`config.mk`:
```
export PLATFORM = sky130hd
export DESIGN_NAME = vga_timing
export DESIGN_NICKNAME = d
export VERILOG_FILES = /design/src/vga_ram_pkg.sv /design/src/vga_timing.sv
export SDC_FILE = /design/constraint.sdc
export NUM_CORES = 1
export LEC_CHECK = 0
export BUFFER_PORTS_ARGS = -buffer_cell sky130_fd_sc_hd__buf_4
export CAP_MARGIN = 20
export CORE_MARGIN = 5
export CORE_UTILIZATION = 55
export DETAILED_ROUTE_END_ITERATION = 12
export PLACE_DENSITY = 0.8
export SLEW_MARGIN = 10
export SYNTH_ARGS = -nofsm -noshare
export SYNTH_HDL_FRONTEND = slang
export SYNTH_SLANG_ARGS = --single-unit
```
`constraint.sdc`:
```
create_clock -name pll_clk -period 6.3 [get_ports pll_clk]
set_clock_uncertainty 0.1 [all_clocks]
set_input_delay 1.26 -clock pll_clk [delete_from_list [all_inputs] [get_ports pll_clk]]
set_output_delay 1.26 -clock pll_clk [all_outputs]
set_load 0.05 [all_outputs]
```
`src/vga_ram_pkg.sv`:
```
package vga_ram_pkg;

   //////////////////////////////////////////////////
   // 640x480 raster
   localparam int H_ACTIVE = 640;
   localparam int H_FP     = 16;
   localparam int H_SP     = 96;
   localparam int H_BP     = 48;
   localparam int H_TOTAL  = H_ACTIVE + H_FP + H_SP + H_BP;   // 800

   localparam int V_ACTIVE = 480;
   localparam int V_FP     = 11;
   localparam int V_SP     = 2;
   localparam int V_BP     = 31;
   localparam int V_TOTAL  = V_ACTIVE + V_FP + V_SP + V_BP;   // 524

   localparam int CNT_W    = 10;

   //////////////////////////////////////////////////
   // Framebuffer, 180x180 at 2 bpp
   localparam int FB_SIZE     = 180;
   localparam int FB_ADDR_W   = 15;
   localparam int BANK_ADDR_W = 11;
   localparam int N_BANKS     = 16;

   // Bit period counter in the UART
   localparam int BAUD_W = 16;

   typedef logic [1:0] pix_code_t;

   typedef struct packed {
      logic       cont;    // Step to next pixel
      logic [4:0] rsvd;
      pix_code_t  pix;
   } rx_cmd_t;

   typedef union packed {
      logic [7:0] raw;
      rx_cmd_t    cmd;
   } rx_byte_u;

   typedef struct packed {
      logic [1:0] r;
      logic [1:0] g;
      logic [1:0] b;
   } rgb_t;

   // Palette
   localparam rgb_t RGB_BLACK  = '{r: 2'b00, g: 2'b00, b: 2'b00};
   localparam rgb_t RGB_RED    = '{r: 2'b11, g: 2'b00, b: 2'b00};
   localparam rgb_t RGB_YELLOW = '{r: 2'b11, g: 2'b11, b: 2'b00};
   localparam rgb_t RGB_GREEN  = '{r: 2'b00, g: 2'b11, b: 2'b00};

endpackage

```
`src/vga_timing.sv`:
```
`timescale 1ns/10ps

module vga_timing (
   input  logic                            pll_clk,
   input  logic                            i_nrst,
   input  vga_ram_pkg::rgb_t               i_rgb,
   output logic [vga_ram_pkg::CNT_W-1:0]   o_h_next,
   output logic [vga_ram_pkg::CNT_W-1:0]   o_v_next,
   output logic                            o_hs,
   output logic                            o_vs,
   output vga_ram_pkg::rgb_t               o_rgb
);

   logic [vga_ram_pkg::CNT_W-1:0] h;
   logic [vga_ram_pkg::CNT_W-1:0] v;
   logic                          h_last;
   logic                          v_last;
   logic                          hs_on;
   logic                          vs_on;
   logic                          active;

   assign h_last = (h == vga_ram_pkg::CNT_W'(vga_ram_pkg::H_TOTAL - 1));
   assign v_last = (v == vga_ram_pkg::CNT_W'(vga_ram_pkg::V_TOTAL - 1));

   //////////////////////////////////////////////////
   // Next raster position, fed to the frame store
   always_comb begin
      o_h_next = h + 1'b1;
      o_v_next = v;
      if (h_last) begin
         o_h_next = '0;
         o_v_next = v_last ? '0 : v + 1'b1;
      end
   end

   always_ff @(posedge pll_clk or negedge i_nrst) begin
      if (!i_nrst) begin
         h <= '0;
         v <= '0;
      end else begin
         h <= o_h_next;
         v <= o_v_next;
      end
   end

   // Sync windows, both active low
   assign hs_on = (h >= vga_ram_pkg::H_ACTIVE + vga_ram_pkg::H_FP) &&
                  (h <  vga_ram_pkg::H_ACTIVE + vga_ram_pkg::H_FP + vga_ram_pkg::H_SP);
   assign vs_on = (v >= vga_ram_pkg::V_ACTIVE + vga_ram_pkg::V_FP) &&
                  (v <  vga_ram_pkg::V_ACTIVE + vga_ram_pkg::V_FP + vga_ram_pkg::V_SP);
   assign active = (h < vga_ram_pkg::H_ACTIVE) && (v < vga_ram_pkg::V_ACTIVE);

   //////////////////////////////////////////////////
   // Output registers
   always_ff @(posedge pll_clk or negedge i_nrst) begin
      if (!i_nrst) begin
         o_hs  <= 1'b1;
         o_vs  <= 1'b1;
         o_rgb <= vga_ram_pkg::RGB_BLACK;
      end else begin
         o_hs  <= !hs_on;
         o_vs  <= !vs_on;
         o_rgb <= active ? i_rgb : vga_ram_pkg::RGB_BLACK;   // Blank porches
      end
   end

endmodule

```
==> impl_metrics.yaml <==
run_status:
  run_status: "finished clean"
logic_synthesis:
  syn_area_sq_um: 1340
  synth.mux.area_fraction_pct: 1.96
  synth-simple-area-share_pct: 24.9
  ys_ff_latch: 28
  ys_warn_count: 0
  synth.avg_cell_area_sq_um: 11.2
  synth_xor_area_share_pct: 7.84
  ys_seq_area_share_pct: 52.4
  synthCells: 120
  yosys_most_used_dff: "dfrtp_1"
  synth_adder_area_share_pct: 3.73
  syn_nets: 132
  synth_edf_count: 0
  synth-compound-area-share_pct: 5.22
  yosysUniqueCellTypes: 31
  async_flop_share_pct: 100
  synth_top_family_by_area: "simple AND/OR/NAND/NOR gates"
layout:
  final_common_cell: "buf_4"
  drive_above_1_share_pct: 32.3
  utilization_pct: 71.7
  layoutNonFillerInstCount: 183
  final_cell_mix: "buf_4 (35), dfrtp_1 (26), nand2_1 (8), xnor2_1 (8), nor2_1 (8)"
  antennaDiodeCount: 0
  nets: 169
  synthToLayoutAreaGrowth_pct: 21.6
routing:
  highest_layer: "met4"
  met2_length_um: 1250
  met3_length_um: 169
  routed_wl_um: 2620
  first_iter_violations: 18
  drt-wirelength-per-cell_um: 14.3
  met1Wirelength_um: 1150
  ant_nets: 0
  via_per_inst: 5.57
  via_count: 1020
  first_pass_iters: 4
  route.detailed.drc: 0
power:
  ir_drop_uv: 127
  p_leak_uw: 0.000763
  powerDensity_nw_per_um2: 167
sta:
  fmax_ghz: 0.271
  rsz0062_at_grt: "false"
  layout_setup_ws_ns: 2.62
  max-slew-margin-rel_pct: 73.3
  tns_ns: 0
  period_needed_ns: 3.68
  min_period_over_period_pct: 58.5
  finalHoldViolCount: 0
  setup_viol: 0
  worst_pin_slew_ns: 0.400
  maxSlewViolCount: 0
critical_path:
  reg2regPathDepth: 5
  crit_path_end_kind: "output pin"
  startpoint_type: "flip-flop"
  worstSetupPathType: "reg -> out"
  cp_max_fo: 10
  reg2reg_from: "h[0]"
  r2r_end: "v[2]"
  cp_data_arrival_time_ns: 2.32
  cp-startpoint: "h[0]"
  critical_path_required_ns: 4.94
  reg2reg_slack_ns: 4.32
hold_path:
  worstHoldPathCells: 1
  hp-start: "v[8]"
  min_to: "o_vs"
  hold_path_class: "reg -> reg"
grt:
  grt_antenna_before_repair: 0
  groute.usage.overall_pct: 16.7
  grt_overflow: 0
  grt_max_degree: 29
  grt_pass1_vias: 999
  grt_pass1_wl_um: 4510
clock_tree:
  cts_max_level: 1
  numCtsBuffers: 3
  cts_buffer_depth: 2
  hold_buffers: 0
  clk_pin_slew_ns: 0.14
  worstSkewPairLatency_ns: 0.33
  cts_tree: "yes"
  cts_root_buf: "clkbuf_4"
  cts.sinks: 28
  post_cts_resize_count: 0
  post_cts_buffers: 0
place:
  gp_congestion: 0.832
  hpwl_um: 1960
  place_ws_ns: 2.98
  io_buffers: 35
  dp.cells: 180
floorplan:
  row_count: 17
  fp.dieW_um: 59.4
  dieArea_sq_um: 3530
  start_util_pct: 58.9
  io_pins: 36
  die_height_um: 59.4
  core-area_sq_um: 2280
job:
  max-cap-violations: 0
-- cell type report --
class	instances	area, sq um
inverters	6	22.5
multi-input cells	83	586
well taps	28	35.0
clock buffers	3	22.5
flip-flops and latches	28	703
fillers	167	644
repair buffers	35	263
-- how the worst max path moves through the flow --
| stage | end | slack [ns] |
|---|---|---|
| floorplan | o_v_next[4] | 2.79 |
| global placement | o_v_next[9] | 3.05 |
| detailed placement | o_v_next[8] | 2.98 |
| CTS | o_v_next[8] | 2.61 |
| global route | o_v_next[6] | 2.43 |
| finish | o_v_next[8] | 2.62 |
-- power by group --
group / internal (uW) / switching (uW) / total, uW / leakage (uW)
combinational: 6.14 / 12.1 / 18.2 / 0.000394
clock: 22.5 / 50.2 / 72.7 / 0.0000138
sequential: 182 / 0.544 / 182 / 0.000356
total: 210 / 62.8 / 273 / 0.000763
-- Yosys cell counts (all sizes together) (2+ instances only) --
master | number | area, sq um
dfstp | 2 | 52.6
nand2 | 9 | 36.3
mux2 | 2 | 26.3
a22o | 2 | 17.5
nor2 | 9 | 41.3
and2 | 6 | 37.5
o21ai | 3 | 15.0
xor2 | 4 | 35.0
nand4 | 6 | 37.5
xnor2 | 8 | 70.1
nor4bb | 2 | 20.0
ha | 4 | 50.1
inv | 6 | 22.5
and3 | 7 | 43.8
nor3 | 5 | 25.0
nand3 | 7 | 47.6
buf | 3 | 30.0
a21oi | 2 | 10.0
dfrtp | 26 | 651
-- registers in the layout (all words and copies together), names as in the netlist --
| signal | cells |
|---|---|
| v | 10 |
| o_hs | 1 |
| h | 10 |
| o_vs | 1 |
| o_rgb | 6 |
-- stage by stage --
stage	hold slack, ns	instance area [sq um]	total power [uW]
2_1_floorplan	0.355	1340	194
3_3_place_gp	0.395	1610	204
3_5_place_dp	0.389	1610	204
4_1_cts	0.419	1630	277
5_1_grt	0.461	1630	286
6_report	0.420	1630	273
-- logic make-up after synthesis --
logic type               Yosys count
AO/OA/AOI/OAI                      9
XOR/XNOR                          12
adder cells (fa/ha/maj)            4
buffers and inverters              9
flip-flops                        28
multiplexers                       2
AND/OR/NAND/NOR                   56
-- critical path, stage by stage, from the launching register on --
cell and delay [ns]:
dfrtp_1 0.43, ha_1 0.25, and4_4 0.29, and3_1 0.42, nand4_1 0.17, xnor2_1 0.21, buf_4 0.23
-- metal layers --
layer	up-vias	GRT usage (%)
li1	487	-
met1	490	22.3
met3	6	2.83
met4	0	5.83
met5	-	0
met2	37	27.1
(Power assumes the default switching activity.)
