===== src/vga_ram_pkg.sv =====
package vga_ram_pkg;

   //////////////////////////////////////////////////
   // 640x480 raster
   localparam int H_ACTIVE = 640;
   localparam int H_FP     = 16;
   localparam int H_SP     = 96;
   localparam int H_BP     = 48;
   localparam int H_TOTAL  = H_ACTIVE + H_FP + H_SP + H_BP;   // 800

   localparam int V_ACTIVE = 480;
   localparam int V_FP     = 11;
   localparam int V_SP     = 2;
   localparam int V_BP     = 31;
   localparam int V_TOTAL  = V_ACTIVE + V_FP + V_SP + V_BP;   // 524

   localparam int CNT_W    = 10;

   //////////////////////////////////////////////////
   // Framebuffer, 180x180 at 2 bpp
   localparam int FB_SIZE     = 180;
   localparam int FB_ADDR_W   = 15;
   localparam int BANK_ADDR_W = 11;
   localparam int N_BANKS     = 16;

   // Bit period counter in the UART
   localparam int BAUD_W = 16;

   typedef logic [1:0] pix_code_t;

   typedef struct packed {
      logic       cont;    // Step to next pixel
      logic [4:0] rsvd;
      pix_code_t  pix;
   } rx_cmd_t;

   typedef union packed {
      logic [7:0] raw;
      rx_cmd_t    cmd;
   } rx_byte_u;

   typedef struct packed {
      logic [1:0] r;
      logic [1:0] g;
      logic [1:0] b;
   } rgb_t;

   // Palette
   localparam rgb_t RGB_BLACK  = '{r: 2'b00, g: 2'b00, b: 2'b00};
   localparam rgb_t RGB_RED    = '{r: 2'b11, g: 2'b00, b: 2'b00};
   localparam rgb_t RGB_YELLOW = '{r: 2'b11, g: 2'b11, b: 2'b00};
   localparam rgb_t RGB_GREEN  = '{r: 2'b00, g: 2'b11, b: 2'b00};

endpackage


===== src/fb_writer.sv =====
`timescale 1ns/10ps

module fb_writer (
   input  logic                                pll_clk,
   input  logic                                i_nrst,
   input  logic                                i_rx_valid,
   input  vga_ram_pkg::rx_byte_u               i_rx_byte,
   output logic                                o_we,
   output logic [vga_ram_pkg::FB_ADDR_W-1:0]   o_waddr,
   output vga_ram_pkg::pix_code_t              o_wpix
);

   logic [vga_ram_pkg::FB_ADDR_W-1:0] addr;

   assign o_we    = i_rx_valid;
   assign o_waddr = addr;
   assign o_wpix  = i_rx_byte.cmd.pix;

   // Step on continue, else back to pixel 0
   always_ff @(posedge pll_clk or negedge i_nrst) begin
      if (!i_nrst) begin
         addr <= '0;
      end else if (i_rx_valid) begin
         if (i_rx_byte.cmd.cont) begin
            addr <= addr + 1'b1;
         end else begin
            addr <= '0;
         end
      end
   end

   a_waddr_range: assert property (
      @(posedge pll_clk) disable iff (!i_nrst)
      o_we |-> (!$isunknown(o_waddr) &&
                (o_waddr < vga_ram_pkg::FB_SIZE * vga_ram_pkg::FB_SIZE))
   );

endmodule


===== config.mk =====
export PLATFORM = sky130hd
export DESIGN_NAME = fb_writer
export DESIGN_NICKNAME = d
export VERILOG_FILES = /design/src/vga_ram_pkg.sv /design/src/fb_writer.sv
export SDC_FILE = /design/constraint.sdc
export NUM_CORES = 1
export LEC_CHECK = 0
export BUFFER_PORTS_ARGS = -buffer_cell sky130_fd_sc_hd__buf_4
export CAP_MARGIN = 20
export CORE_UTILIZATION = 47
export CTS_CLUSTER_SIZE = 16
export DETAILED_ROUTE_END_ITERATION = 8
export PLACE_DENSITY = 0.73
export SYNTH_ARGS = -nofsm -noshare
export SYNTH_HDL_FRONTEND = slang
export SYNTH_SLANG_ARGS = --single-unit

===== constraint.sdc =====
create_clock -name pll_clk -period 1.8 [get_ports pll_clk]
set_clock_uncertainty 0.1 [all_clocks]
set_input_delay 0.36 -clock pll_clk [delete_from_list [all_inputs] [get_ports pll_clk]]
set_output_delay 0.36 -clock pll_clk [all_outputs]
set_load 0.01 [all_outputs]

==> flow_summary_export.csv, run 1 <==
group,metric,value,unit
sta,setup_viol,0,
cts,clockBufferDepth,2,
global_route,grt_max_degree,16,
cts,clk_latency,290,ps
floorplan,rows,14,
floorplan,die_area,0.00192,sq mm
worst_setup_path,setup.worst_path.start_class,"flop",
synthesis,yosys-top-cells-area,"dfrtp_1, mux2i_1, a21oi_1",
worst_setup_path,critical_path_required,1920,ps
sta,hold_viol,0,
sta,final.setup.tns,0,ps
synthesis,synth_edf_count,0,
layout,nNetsFinal,118,
synthesis,synth_area,822,sq um
floorplan,initial_core_util,52.1,%
floorplan,die_h,43.8,microns
layout,areaGrowthSynthToFinish,21.6,%
layout,fill_cells,141,
sta,min_period,1650,ps
synthesis,yosysWarningCount,0,
cts,root_buffer,"clkbuf_4",
drt,vias_per_cell,5.76,
synthesis,synth.most_common_cell,"dfrtp_1",
synthesis,yosysTopAreaCell,"dfrtp_1",
drt,ant_nets,0,
drt,dr_total_vias,697,
power_and_ir_drop,power_leakage,0.000461,uW
worst_setup_path,end_kind,"flop",
power_and_ir_drop,power_density,627,mW/mm^2
placed_design,placed_cells,116,
placed_design,place_area,962,sq um
cts,clkTransAtPathRegs,90,ps
global_route,grt_pass1_wl,2700,microns
cts,cts_tree,"done",
worst_setup_path,rr_startpoint,"o_waddr[3]",
sta,slew_headroom,78.7,%
placed_design,port_buffers,19,
synthesis,synthFlopType,"dfrtp_1",
synthesis,synth-seq-cells,15,
run,cap_viol_max_count,0,
cts,htree_levels,1,
floorplan,io_pins,29,
synthesis,synth_top_area_share,45.7,%
worst_setup_path,timing.rr.end,"o_waddr[10]",
drt,totalWireLength,1620,microns
worst_setup_path,arrival,1770,ps
sta,setup_slack,149,ps
worst_hold_path,hold_end,"o_waddr[1]",
layout,fin_area,1000,sq um
sta,grt_setup_unrepaired,"false",
cts,post_cts_buffers,0,
global_route,antenna_found_initial,0,
drt,wire_per_inst,13.4,microns
global_route,overflow,0,
run_status,violations,"design-rule violations",
worst_setup_path,cp-startpoint,"o_waddr[3]",
placed_design,pre_cts_ws,141,ps
sta,fin_crit_sh,91.7,%
floorplan,core,0.00158,sq mm
worst_setup_path,cp_max_fo,13,
worst_setup_path,ff2ff_setup_slack,150,ps
sta,tightest_slew,317,ps
global_route,grt_use_total,20.1,%
sta,holdWs,240,ps
drt,firstDrtPassIters,6,
layout,register_area,375,sq um
worst_hold_path,hold_class,"in -> reg",
synthesis,synthArstFlopShare,100,%
synthesis,yosysSeqAreaShare,45.7,%
global_route,grt_pass1_vias,592,
layout,multi_input_area,387,sq um
worst_setup_path,crit_type,"reg -> reg",
power_and_ir_drop,ir_drop,0.574,mV
synthesis,synth_area_per_cell,9.79,sq um
floorplan,die_w,43.8,microns
sta,clock.fmax,606,MHz
cts,cts_sinks,15,
drt,drt_iter0_markers,9,
worst_hold_path,worstHoldStart,"i_rx_byte[7]",
layout,drive_gt1_share,28.6,%
cts,numCtsBuffers,3,
synthesis,syn_nets,96,
placed_design,place_hpwl,1180,microns
placed_design,place.gp.congestion,0.721,
synthesis,synthCells,84,
synthesis,synth_top_cells_by_count,"dfrtp_1, a21oi_1, nand2_1",
run_status,status,"finished with violations",
worst_hold_path,holdPathStages,3,
synthesis,yosys.cell_types.count,26,
drt,drcViolationCount,3,
worst_setup_path,rr_worst_depth,3,
layout,num_antenna_cells,0,
layout,finalNonFillerCells,121,
sta,drv_slew,0,
layout,largest_reg_flops,15,
[cell usage in the layout (no fill, tap or decap), types with 2 or more instances in the layout]
| cell type | instances |
|---|---|
| or3_1 | 2 |
| dfrtp_1 | 15 |
| nor4_1 | 3 |
| nand2b_1 | 5 |
| nand3_1 | 5 |
| clkbuf_4 | 3 |
| or4_1 | 4 |
| a21oi_1 | 7 |
| inv_1 | 4 |
| o21ai_0 | 6 |
| mux2i_1 | 4 |
| o31ai_1 | 4 |
| nand2_1 | 7 |
| buf_4 | 22 |
| nor2_1 | 2 |
[cell families after synthesis]
| logic type | Yosys count | synth area share [%] |
|---|---|---|
| flip-flops | 15 | 45.7 |
| buffers and inverters | 10 | 7.31 |
| XOR/XNOR | 1 | 1.07 |
| AND/OR/NAND/NOR | 34 | 25.9 |
| AO/OA/AOI/OAI | 19 | 13.7 |
| multiplexers | 4 | 4.87 |
| adder cells (fa/ha/maj) | 1 | 1.52 |
[what timing repair did]
item,in CTS,in global routing
endpoints found under the setup margin,0,0
gates resized for setup,0,0
hold buffers,1,0
hold endpoints to repair,15,0
[worst max path at each step]
stage	slack [ps]	cells after the start	end
final	150	3	o_waddr[10]
after global placement	210	3	o_waddr[10]
after CTS	120	4	o_waddr[14]
after detailed placement	140	4	o_waddr[10]
after global routing	7	4	o_waddr[14]
after floorplan	220	4	o_waddr[10]
[worst max-delay path, stage by stage (launching register included)]
cell	delay, ps
dfrtp_1	460
nand4_2	290
or4_1	570
a21oi_1	160
[layout make-up]
class / instances / share of cell area, %
Multi-Input combinational cell: 59 / 38.7
Sequential cell: 15 / 37.5
Timing Repair Buffer: 23 / 17.5
Clock buffer: 3 / 2.25
Tap cell: 16 / 2.00
Inverter: 4 / 1.50
Clock inverter: 1 / 0.501
[per-layer routing]
| layer | wire length, microns | vias to the layer above | share of wire (%) | global-route usage, % |
|---|---|---|---|---|
| li1 | - | 345 | - | - |
| met1 | 700 | 326 | 43 | 24.8 |
| met2 | 785 | 19 | 49 | 31.6 |
| met3 | 88 | 7 | 5.4 | 5.00 |
| met4 | 44 | 0 | 2.7 | 11.9 |
| met5 | 0 | - | 0 | 0 |
[report_power, final]
part           total [uW]  leakage [uW]  switching (uW)  internal, uW
clock network         196     0.0000177             113          82.7
registers             352      0.000207            7.98           344
logic                78.4      0.000236            41.7          36.7
[metrics by stage]
step	power (uW)	util [%]
after floorplan	400	-
after global routing	662	63.4
after CTS	636	63.4
final	627	63.4
after global placement	433	61.0
after detailed placement	438	61.0
Note: power is estimated with default switching activity, not from simulation.
==> inputs of run 2 (changes only) <==
--- a/config.mk
+++ b/config.mk
@@ -10,7 +10,7 @@
 export CORE_UTILIZATION = 47
 export CTS_CLUSTER_SIZE = 16
 export DETAILED_ROUTE_END_ITERATION = 8
-export PLACE_DENSITY = 0.73
+export PLACE_DENSITY = 0.79
 export SYNTH_ARGS = -nofsm -noshare
 export SYNTH_HDL_FRONTEND = slang
 export SYNTH_SLANG_ARGS = --single-unit
==> run 2 against run 1 <==
Clock power hardly changed. Sequential power hardly changed. Sequential share of layout area rose by 0.14 points. Utilization down 0.24 points. Highest routed layer unchanged. The flow now finishes without violations. Global-route usage down 1.8 points. Routed wire length decreased by 2.3%. Worst hold slack got worse by 2.5 ps. Die area stayed put. Non-clock buffer count down 1. Final area is 0.38% lower. Maximum frequency increased by 0.55%.
==> flow_summary_export.csv, run 2 (synthesis results as in run 1) <==
group,metric,value,unit
global_route,grt_pass1_wl,2610,microns
drt,firstDrtPassIters,4,
layout,largest_reg_flops,15,
cts,cts_tree,"done",
sta,min_period,1640,ps
drt,drt_iter0_markers,11,
floorplan,die_h,43.8,microns
layout,drive_gt1_share,27.9,%
sta,setup_viol,0,
worst_setup_path,rr_worst_depth,3,
worst_setup_path,arrival,1750,ps
floorplan,initial_core_util,52.1,%
worst_setup_path,crit_type,"reg -> reg",
sta,drv_slew,0,
drt,totalWireLength,1580,microns
layout,fin_area,996,sq um
global_route,grtUsageMet1,25.8,%
floorplan,die_area,0.00192,sq mm
cts,clk_latency,280,ps
placed_design,place.gp.congestion,0.751,
layout,register_area,375,sq um
worst_setup_path,critical_path_required,1910,ps
worst_setup_path,worst_path_max_delay_cell,"or4_1",
run_status,status,"finished clean",
cts,clockBufferDepth,2,
floorplan,core,0.00158,sq mm
layout,final_core_util,63.2,%
power_and_ir_drop,power_leakage,0.000453,uW
global_route,grt_pass1_vias,607,
drt,ant_nets,0,
global_route,gr-usage-met2,28.1,%
power_and_ir_drop,ir_drop,0.404,mV
drt,vias_per_cell,5.72,
global_route,overflow,0,
sta,setup_slack,158,ps
placed_design,place_area,955,sq um
worst_setup_path,end_kind,"flop",
global_route,grt_max_degree,16,
placed_design,place_hpwl,1110,microns
layout,multi_input_area,392,sq um
drt,dr_total_vias,686,
global_route,antenna_found_initial,0,
placed_design,placed_cells,115,
placed_design,pre_cts_ws,105,ps
global_route,grt_use_total,18.2,%
drt,wire_per_inst,13.2,microns
sta,fin_crit_sh,91.2,%
cts,clkTransAtPathRegs,90,ps
layout,areaGrowthSynthToFinish,21.2,%
layout,mostFrequentLayoutCell,"buf_4",
placed_design,port_buffers,19,
worst_setup_path,cp_max_fo,13,
floorplan,die_w,43.8,microns
worst_setup_path,critPathMaxStageDelay,570,ps
floorplan,rows,14,
run,cap_viol_max_count,0,
sta,hold_viol,0,
layout,final_cell_mix,"buf_4, dfrtp_1, nand2_1, a21oi_1, o21ai_0",
global_route,top_usage_layer,"met2",
layout,fill_cells,137,
cts,numCtsBuffers,3,
worst_setup_path,crit_chain,"nand4_2 > or4_1 > a21oi_1",
drt,drcViolationCount,0,
sta,final.setup.tns,0,ps
layout,finalNonFillerCells,120,
sta,slew_headroom,77.3,%
global_route,grtUsageMet3,2.50,%
cts,htree_levels,1,
sta,clock.fmax,609,MHz
worst_hold_path,hold_class,"in -> reg",
sta,grt_setup_unrepaired,"false",
sta,tightest_slew,337,ps
layout,num_antenna_cells,0,
floorplan,io_pins,29,
cts,root_buffer,"clkbuf_4",
worst_hold_path,holdPathStages,3,
layout,nNetsFinal,117,
power_and_ir_drop,power_density,621,mW/mm^2
cts,cts_sinks,15,
worst_setup_path,setup.worst_path.start_class,"flop",
-- run 2: power breakdown --
group          total [uW]  switching, uW  internal (uW)
clock                 195            109           85.9
sequential            355           10.6            344
combinational        68.7           36.6           32.1
total                 619            157            462
-- run 2: cell type report --
class                   instances  share of cell area, %
multi-input cells              59                   39.3
flip-flops and latches         15                   37.7
repair buffers                 22                   16.8
clock buffers                   4                   2.64
well taps                      16                   2.01
inverters                       4                   1.51
-- run 2: worst max-delay path, delay by kind of cell (launching register included) --
kind,cells,cell delay [ps]
and+or+nand+nor,2,850
DFF,1,460
AOI/OAI and AO/OA,1,160
-- run 2: path summary, 6_finish.rpt --
check	start	to	slack [ps]
worst max-delay path	o_waddr[3]	o_waddr[10]	160
worst min-delay path	i_rx_byte[7]	o_waddr[1]	240
worst max register to register	o_waddr[3]	o_waddr[10]	160
worst min register to register	o_waddr[14]	o_waddr[14]	470
max in group asynchronous	i_nrst	o_waddr[5]	1060
min in group asynchronous	i_nrst	o_waddr[8]	360
-- run 2: metal layers --
metal	vias up	wire length [microns]
met3	4	92
met5	-	0
li1	344	-
met4	0	17
met1	311	753
met2	27	717
-- run 2: repair_timing --
action,CTS,global route
hold buffers,1,0
hold endpoints to repair,15,0
resized for setup,0,1
setup endpoints to repair,0,2
buffers inserted,0,0
-- run 2: through the flow --
stage	total power [uW]	hold slack, ps
final	619	238
after global routing	645	265
after CTS	623	236
after detailed placement	429	129
after global placement	428	126
after floorplan	400	-35.6
