## src/vga_ram_pkg.sv

```systemverilog
package vga_ram_pkg;

   //////////////////////////////////////////////////
   // 640x480 raster
   localparam int H_ACTIVE = 640;
   localparam int H_FP     = 16;
   localparam int H_SP     = 96;
   localparam int H_BP     = 48;
   localparam int H_TOTAL  = H_ACTIVE + H_FP + H_SP + H_BP;   // 800

   localparam int V_ACTIVE = 480;
   localparam int V_FP     = 11;
   localparam int V_SP     = 2;
   localparam int V_BP     = 31;
   localparam int V_TOTAL  = V_ACTIVE + V_FP + V_SP + V_BP;   // 524

   localparam int CNT_W    = 10;

   //////////////////////////////////////////////////
   // Framebuffer, 180x180 at 2 bpp
   localparam int FB_SIZE     = 180;
   localparam int FB_ADDR_W   = 15;
   localparam int BANK_ADDR_W = 11;
   localparam int N_BANKS     = 16;

   // Bit period counter in the UART
   localparam int BAUD_W = 16;

   typedef logic [1:0] pix_code_t;

   typedef struct packed {
      logic       cont;    // Step to next pixel
      logic [4:0] rsvd;
      pix_code_t  pix;
   } rx_cmd_t;

   typedef union packed {
      logic [7:0] raw;
      rx_cmd_t    cmd;
   } rx_byte_u;

   typedef struct packed {
      logic [1:0] r;
      logic [1:0] g;
      logic [1:0] b;
   } rgb_t;

   // Palette
   localparam rgb_t RGB_BLACK  = '{r: 2'b00, g: 2'b00, b: 2'b00};
   localparam rgb_t RGB_RED    = '{r: 2'b11, g: 2'b00, b: 2'b00};
   localparam rgb_t RGB_YELLOW = '{r: 2'b11, g: 2'b11, b: 2'b00};
   localparam rgb_t RGB_GREEN  = '{r: 2'b00, g: 2'b11, b: 2'b00};

endpackage

```

## src/uart_autobaud.sv

```systemverilog
`timescale 1ns/10ps

module uart_autobaud (
   input  logic                  pll_clk,
   input  logic                  i_nrst,
   input  logic                  i_rx,
   output logic                  o_rx_valid,
   output vga_ram_pkg::rx_byte_u o_rx_byte
);

   typedef enum logic [2:0] {
      ST_WAIT_CAL,
      ST_CAL,
      ST_IDLE,
      ST_START,
      ST_DATA,
      ST_STOP
   } rx_state_t;

   rx_state_t                        state;
   logic [vga_ram_pkg::BAUD_W-1:0]   period;
   logic [vga_ram_pkg::BAUD_W-1:0]   cnt;
   logic [2:0]                       bit_idx;
   logic [7:0]                       shift;
   logic                             tick;
   logic                             cal_done;
   logic                             data_tick;
   logic                             stop_ok;

   assign tick      = (cnt == '0);
   assign cal_done  = (state == ST_CAL) && i_rx;    // Start bit just ended
   assign data_tick = (state == ST_DATA) && tick;
   assign stop_ok   = (state == ST_STOP) && tick && i_rx;

   //////////////////////////////////////////////////
   // Control FSM
   always_ff @(posedge pll_clk or negedge i_nrst) begin
      if (!i_nrst) begin
         state      <= ST_WAIT_CAL;
         cnt        <= '0;
         bit_idx    <= '0;
         o_rx_valid <= 1'b0;
      end else begin
         o_rx_valid <= 1'b0;
         case (state)
            ST_WAIT_CAL: begin
               if (!i_rx) begin
                  state <= ST_CAL;
                  cnt   <= 'd1;
               end
            end
            ST_CAL: begin
               // Low time of first start bit is one bit period
               if (i_rx) begin
                  state   <= ST_DATA;
                  cnt     <= cnt >> 1;
                  bit_idx <= '0;
               end else begin
                  cnt <= cnt + 1'b1;
               end
            end
            ST_IDLE: begin
               if (!i_rx) begin
                  state <= ST_START;
                  cnt   <= period >> 1;   // Aim at mid bit
               end
            end
            ST_START: begin
               if (tick) begin
                  if (!i_rx) begin
                     state   <= ST_DATA;
                     cnt     <= period - 1'b1;
                     bit_idx <= '0;
                  end else begin
                     state <= ST_IDLE;    // Glitch
                  end
               end else begin
                  cnt <= cnt - 1'b1;
               end
            end
            ST_DATA: begin
               if (tick) begin
                  cnt     <= period - 1'b1;
                  bit_idx <= bit_idx + 1'b1;
                  if (bit_idx == 3'd7) begin
                     state <= ST_STOP;
                  end
               end else begin
                  cnt <= cnt - 1'b1;
               end
            end
            ST_STOP: begin
               if (tick) begin
                  o_rx_valid <= i_rx;     // Framing error drops the byte
                  state      <= ST_IDLE;
               end else begin
                  cnt <= cnt - 1'b1;
               end
            end
            default: state <= ST_WAIT_CAL;
         endcase
      end
   end

   //////////////////////////////////////////////////
   // Data path
   always_ff @(posedge pll_clk) begin
      if (cal_done) begin
         period <= cnt;
      end
      if (data_tick) begin
         shift <= {i_rx, shift[7:1]};     // LSB first
      end
      if (stop_ok) begin
         o_rx_byte.raw <= shift;
      end
   end

   a_valid_pulse: assert property (
      @(posedge pll_clk) disable iff (!i_nrst)
      o_rx_valid |=> !o_rx_valid
   );

endmodule

```

## config.mk

```make
export PLATFORM = sky130hd
export DESIGN_NAME = uart_autobaud
export DESIGN_NICKNAME = d
export VERILOG_FILES = /design/src/vga_ram_pkg.sv /design/src/uart_autobaud.sv
export SDC_FILE = /design/constraint.sdc
export NUM_CORES = 1
export LEC_CHECK = 0
export ABC_AREA = 1
export BUFFER_PORTS_ARGS = -buffer_cell sky130_fd_sc_hd__buf_2
export CAP_MARGIN = 20
export CORE_MARGIN = 4
export CORE_UTILIZATION = 58
export DETAILED_ROUTE_END_ITERATION = 8
export PLACE_DENSITY = 0.75
export SYNTH_ARGS = -nofsm -noshare
export SYNTH_HDL_FRONTEND = slang
export SYNTH_SLANG_ARGS = --single-unit
export TNS_END_PERCENT = 10
```

## constraint.sdc

```tcl
create_clock -name pll_clk -period 3.9 [get_ports pll_clk]
set_input_delay 0.39 -clock pll_clk [delete_from_list [all_inputs] [get_ports pll_clk]]
set_output_delay 0.39 -clock pll_clk [all_outputs]
set_load 0.02 [all_outputs]
```

==> flow_metrics.py, run 1 <==
metrics = {
    "floorplan": {
        "coreArea_um2": 6459,
        "ios": 12,
        "dieHeight_um": 90.25,
        "rows": 29,
        "chipWidth_um": 90.25,
        "dieArea_um2": 8145,
        "start_util": 0.6075,
    },
    "routing": {
        "wl_um": 9820,
        "ant_nets": 0,
        "drt-initial-drc-count": 539,
        "drc": 0,
        "avgRoutedWirePerCell_um": 16.10,
        "vias_per_cell": 5.725,
        "vias": 3492,
        "drt_pass1_iterations": 5,
    },
    "setup_path": {
        "arrival_ns": 2.30,
        "critical_path_class": "flop to flop",
        "path_buf_inv": 2,
        "max_stage_delay_ns": 0.46,
        "worst-path-max-fanout": 9,
        "rrSetupSlack_ns": 1.59,
        "start_kind": "flop",
        "cp_data_required_time_ns": 3.89,
        "cp_top_family": "simple AND/OR/NAND/NOR gates",
        "end_kind": "flop",
        "crit_slowest_cell": "dfrtp_1",
        "path_cells": "inv_1 > ha_1 > nand3_1 > nor2_1 > nand2_1 > nor2_2 > nand2_1 > inv_1",
    },
    "clocking": {
        "cts_max_level": 2,
        "cts_tree": "done",
        "post_cts_buffers": 0,
        "holdBufCountCts": 0,
        "post_cts_resized": 0,
        "path_clk_slew_ns": 0.11,
        "cts_buffer_depth": 2,
        "clk_latency_ns": 0.32,
        "numCtsBuffers": 5,
        "root_buffer": "clkbuf_8",
        "cts_sinks": 55,
    },
    "placement": {
        "place_ws_ns": 1.638,
        "portBuffers": 11,
        "gpl.final_weighted_congestion": 0.9964,
        "dp.final_hpwl_um": 7312,
        "dpl-instance-area_um2": 3955,
        "dpl.cell_count": 602,
    },
    "layout": {
        "diodes": 0,
        "nFillCells": 563,
        "syn2layout_area_growth_pct": 3.412,
        "final_cell_area_um2": 4058,
        "instances_no_fill": 610,
        "drive_above_1_share": 0.1351,
        "final_nets": 540,
    },
    "sta": {
        "rsz0062_at_grt": "no",
        "setup_tns_ns": 0,
        "worstMarginPinSlew_ns": 0.8269,
        "slew_viol_final": 0,
        "fmax_mhz": 433.7,
        "post-route-period-util": 0.5913,
        "fin_crit_ns": 2.306,
        "clock_skew_ns": 0.009161,
        "relSlewSlack": 0.4467,
        "setup_slack_ns": 1.594,
        "finalSetupViolations": 0,
        "finalHoldViolCount": 0,
    },
    "logic_synthesis": {
        "syn_area_um2": 3924,
        "syn_nets": 537,
        "synthArstFlopShare": 0.4182,
        "yosys-top-cells-area": "edfxtp_1 (24%), dfrtp_1 (15%), nand2_1 (14%)",
        "syn_avg_cell_area_um2": 7.417,
        "yosysWarnings": 0,
        "synthCells": 529,
        "ys_seq_elements": 55,
        "yosysMostFrequentCell": "nand2_1",
        "synthFlopType": "edfxtp_1",
        "synth_edf_count": 32,
        "yosysTopAreaCell": "edfxtp_1",
        "synthTopCellsByCount": "nand2_1 (146), nor2_1 (62), inv_1 (57), nand3_1 (57), edfxtp_1 (32)",
        "yosysSeqAreaShare": 0.3916,
        "yosys.cell_types.count": 37,
        "synth_top_cell_area_share": 0.2449,
    },
    "run": {
        "drv_cap": 0,
    },
    "pwr": {
        "powerDensity_nw_per_um2": 659.7,
        "peakVddDrop_v": 0.0004686,
        "leakage_nw": 1.929,
    },
    "global_routing": {
        "grt-ovfl-total": 0,
        "grt_pass1_wl_um": 16130,
        "grt_max_degree": 24,
        "grt_pass1_vias": 3288,
        "antenna_found_initial": 0,
        "gr-usage-all-layers": 0.2455,
    },
    "run_status": {
        "status": "completed",
    },
    "min_path": {
        "hold_path_class": "input pin to async pin",
    },
}
[stage by stage]
step                      total power [mW]  hold WS (ns)  utilization
after global routing                 2.883       0.08579       0.6282
after detailed placement             2.302        0.4221       0.6124
after CTS                            2.655       0.07077       0.6282
after global placement               2.287        0.4171       0.6124
final                                2.677       0.07454       0.6282
after floorplan                      2.053       0.09441            -
[cells in the final DEF (no fill, tap or decap)]
cell type	instances
and2_1	1
ha_1	5
o211ai_1	4
clkbuf_8	5
clkinv_8	1
o21ai_0	17
inv_1	57
nor3_2	1
inv_2	3
nor2_2	7
or2_0	1
nand3_2	1
nand2_2	25
nor4_1	2
nand3_4	1
nand2_4	2
dfrtp_1	23
nor2_1	62
nand3_1	57
a21oi_4	1
xor2_1	16
nand2_1	146
o21bai_1	2
o31ai_1	1
o21ai_2	3
clkinv_4	1
nand4_1	4
nor3_1	4
a21oi_1	15
o21ai_1	2
inv_6	2
a22o_1	1
nor2_8	2
o22ai_1	9
nor2_4	5
edfxtp_1	32
buf_2	11
buf_4	1
[where the power goes]
part           internal [mW]  leakage (nW)  total (mW)  switching, mW
logic                  0.425          1.28        1.42          0.991
registers              0.748         0.603       0.914          0.166
clock network          0.136        0.0515       0.346          0.211
[worst reg2reg max path: stages, from the launching register on]
cell     delay [ns]
dfrtp_1        0.46
inv_1          0.13
ha_1           0.28
nand3_1        0.21
nor2_1         0.18
nand2_1        0.15
nor2_2         0.19
nand2_1        0.09
inv_1          0.29
[cells by family (layout without fill, tap and decap cells)]
| kind of cell | count (synthesis) | in the layout | share of synthesized area |
|---|---|---|---|
| adder cells (fa/ha/maj) | 5 | 5 | 0.01594 |
| XOR/XNOR | 16 | 16 | 0.03571 |
| AO/OA/AOI/OAI | 55 | 55 | 0.08418 |
| buffers and inverters | 77 | 81 | 0.09216 |
| AND/OR/NAND/NOR | 321 | 321 | 0.3804 |
| flip-flops | 55 | 55 | 0.3916 |
[flip-flops by register name (all words and copies together), names as in the netlist]
| name | cells |
|---|---|
| cnt | 16 |
| period | 16 |
| o_rx_byte | 8 |
| shift | 8 |
| bit_idx | 3 |
| state | 3 |
| o_rx_valid | 1 |
[metal layers]
| metal | routed length (um) | track usage | up-vias |
|---|---|---|---|
| li1 | - | - | 1724 |
| met1 | 4417 | 0.3563 | 1561 |
| met2 | 4191 | 0.3846 | 183 |
| met3 | 993 | 0.03833 | 24 |
| met4 | 218 | 0.06122 | 0 |
| met5 | 0 | 0 | - |
[worst paths after layout]
check	to	cells after the start	start
max	shift[4]	8	cnt[0]
min	o_rx_valid	1	i_nrst
max in group asynchronous	cnt[10]	1	i_nrst
min reg2reg	o_rx_byte[0]	0	shift[0]
max reg2reg	shift[4]	8	cnt[0]
min in group pll_clk	shift[7]	1	i_rx
[cell type report]
type / instances / area (um2) / share of cell area
Multi-Input combinational cell: 397 / 2026 / 0.4992
Sequential cell: 55 / 1536 / 0.3787
Tap cell: 77 / 96.34 / 0.02374
Clock buffer: 5 / 68.82 / 0.01696
Inverter: 61 / 234.0 / 0.05766
Timing Repair Buffer: 12 / 62.56 / 0.01542
Clock inverter: 3 / 33.78 / 0.008326
No activity file was read; power rests on OpenSTA's default activity.
==> inputs of run 2 (changes only) <==
- CORE_UTILIZATION: 58 -> 57
- PLACE_DENSITY: 0.75 -> 0.77
- clock period: 3.9 -> 2.1 ns (I/O delays scaled with it)
==> run 2 against run 1 <==
Effect of this change:
- count of clock-buffer cells in the layout unchanged
- largest cell class unchanged
- first-iteration DRC count is 15% lower
- combinational power up 120%
- critical endpoint unchanged
- global-route usage rose by 2.6 points
- non-clock buffer count increased by 32
- setup slack lost 1.4 ns
- utilization grew 3.3 points
- sequential share of layout area decreased by 2.3 points
- die area is 1.6% higher
- critical path type unchanged
==> flow_metrics.py, run 2 (synthesis gave the netlist of run 1 again) <==
metrics = {
    "placement": {
        "gpl.final_weighted_congestion": 1.016,
        "dp.final_hpwl_um": 8518,
        "place_ws_ns": 0.1035,
        "portBuffers": 11,
    },
    "setup_path": {
        "max_stage_delay_ns": 0.39,
        "crit_slowest_cell": "dfrtp_1",
        "r2r_cells": 8,
        "cp_top_family": "simple AND/OR/NAND/NOR gates",
        "start_kind": "flop",
        "worst-path-max-fanout": 9,
        "end_kind": "flop",
        "cp_num_cells": 8,
        "critical_path_class": "flop to flop",
        "cp_data_required_time_ns": 2.13,
        "rrSetupSlack_ns": 0.16,
        "startpoint": "cnt[0]",
        "r2r-end": "shift[4]",
        "path_cells": "inv_1 > ha_2 > nand3_1 > nor2_1 > nand2_1 > nor2_2 > nand2_1 > clkinvlp_4",
        "r2r-start": "cnt[0]",
        "crit_top_cell": "nand2_1",
        "path_buf_inv": 2,
        "arrival_ns": 1.97,
    },
    "sta": {
        "fin_crit_ns": 1.939,
        "finalHoldViolCount": 0,
        "fmax_mhz": 515.6,
        "whs_ns": 0.1754,
        "relSlewSlack": 0.5664,
        "slew_viol_final": 0,
        "rsz0062_at_grt": "no",
        "setup_slack_ns": 0.1606,
        "setup_tns_ns": 0,
        "worstMarginPinSlew_ns": 0.6454,
        "post-route-period-util": 0.9235,
        "clock_skew_ns": 0.01127,
        "finalSetupViolations": 0,
    },
    "routing": {
        "wl_um": 10910,
        "drt_pass1_iterations": 5,
        "vias_per_cell": 5.777,
        "ant_nets": 0,
        "drc": 0,
        "vias": 3709,
        "drt-initial-drc-count": 458,
        "avgRoutedWirePerCell_um": 17.00,
    },
    "layout": {
        "final_core_util": 0.6613,
        "final_cell_mix": "nand2_1 (146), nor2_1 (62), nand3_1 (57)",
        "drive_above_1_share": 0.1876,
        "nFillCells": 581,
        "diodes": 0,
        "syn2layout_area_growth_pct": 10.08,
        "largest_registers": "cnt: 16 flops, period: 16 flops",
        "mostFrequentLayoutCell": "nand2_1",
        "final_nets": 572,
    },
    "clocking": {
        "cts_buffer_depth": 2,
        "path_clk_slew_ns": 0.11,
        "cts_max_level": 2,
        "clk_latency_ns": 0.32,
        "numCtsBuffers": 5,
        "root_buffer": "clkbuf_8",
        "cts_tree": "done",
        "cts_sinks": 55,
    },
    "min_path": {
        "hold_depth": 1,
        "worstHoldStart": "i_rx",
        "min_to": "shift[7]",
        "hold_path_class": "input pin to flop",
    },
    "global_routing": {
        "grt_pass1_vias": 3451,
        "grtUsageMet1": 0.4109,
        "grtUsageMet3": 0.04380,
        "grt_max_degree": 24,
        "grt-busiest-layer": "met1",
        "gr-usage-all-layers": 0.2718,
        "globalRouteMet2Util": 0.4077,
        "grt-ovfl-total": 0,
        "antenna_found_initial": 0,
        "grt_pass1_wl_um": 17770,
    },
    "pwr": {
        "powerDensity_nw_per_um2": 1239,
        "peakVddDrop_v": 0.0009801,
        "leakage_nw": 2.079,
        "p_total_mw": 5.352,
    },
    "floorplan": {
        "rows": 29,
        "start_util": 0.6008,
        "coreArea_um2": 6531,
        "chipWidth_um": 90.97,
        "dieHeight_um": 90.97,
        "dieArea_um2": 8276,
        "ios": 12,
    },
    "run_status": {
        "status": "completed",
    },
    "run": {
        "drv_cap": 0,
    },
}
run 2: final cells by class:
type	count	area, um2	share of cell area
timing repair buffer	44	317.8	0.07358
clock buffer	5	68.82	0.01593
sequential	55	1536	0.3557
tap	77	96.34	0.02231
multi-input combinational	397	2034	0.4710
inverter	61	237.7	0.05504
clock inverter	3	27.53	0.006373
run 2: how the worst max path moves through the flow:
stage	end	slack [ns]
after CTS	shift[0]	0.08
after floorplan	o_rx_byte[0]	0.05
after detailed placement	shift[2]	0.10
after global routing	shift[6]	0.02
after global placement	shift[0]	0.17
final	shift[4]	0.16
run 2: layer usage:
metal  share of wire  up-vias
met3            0.11       22
met1            0.43     1693
met5               0        -
li1                -     1778
met2            0.44      216
met4           0.020        0
run 2: timing repair:
action                     4_1_cts  5_1_grt
hold buffers                     1        0
hold endpoints to repair        23        0
buffers inserted                 0        0
resized for setup                0        2
setup endpoints to repair        0       12
run 2: stage by stage:
step           area (um2)  std cells
6_report             4319        642
5_1_grt              4319        642
4_1_cts              4313        642
3_5_place_dp         4207        633
3_3_place_gp         4207        633
2_1_floorplan        3930        529
run 2: where the power goes:
| group | internal, mW | total, mW | switching, mW |
|---|---|---|---|
| clock network | 0.246 | 0.638 | 0.392 |
| logic | 1.04 | 3.12 | 2.08 |
| registers | 1.39 | 1.60 | 0.205 |
| total | 2.68 | 5.35 | 2.67 |
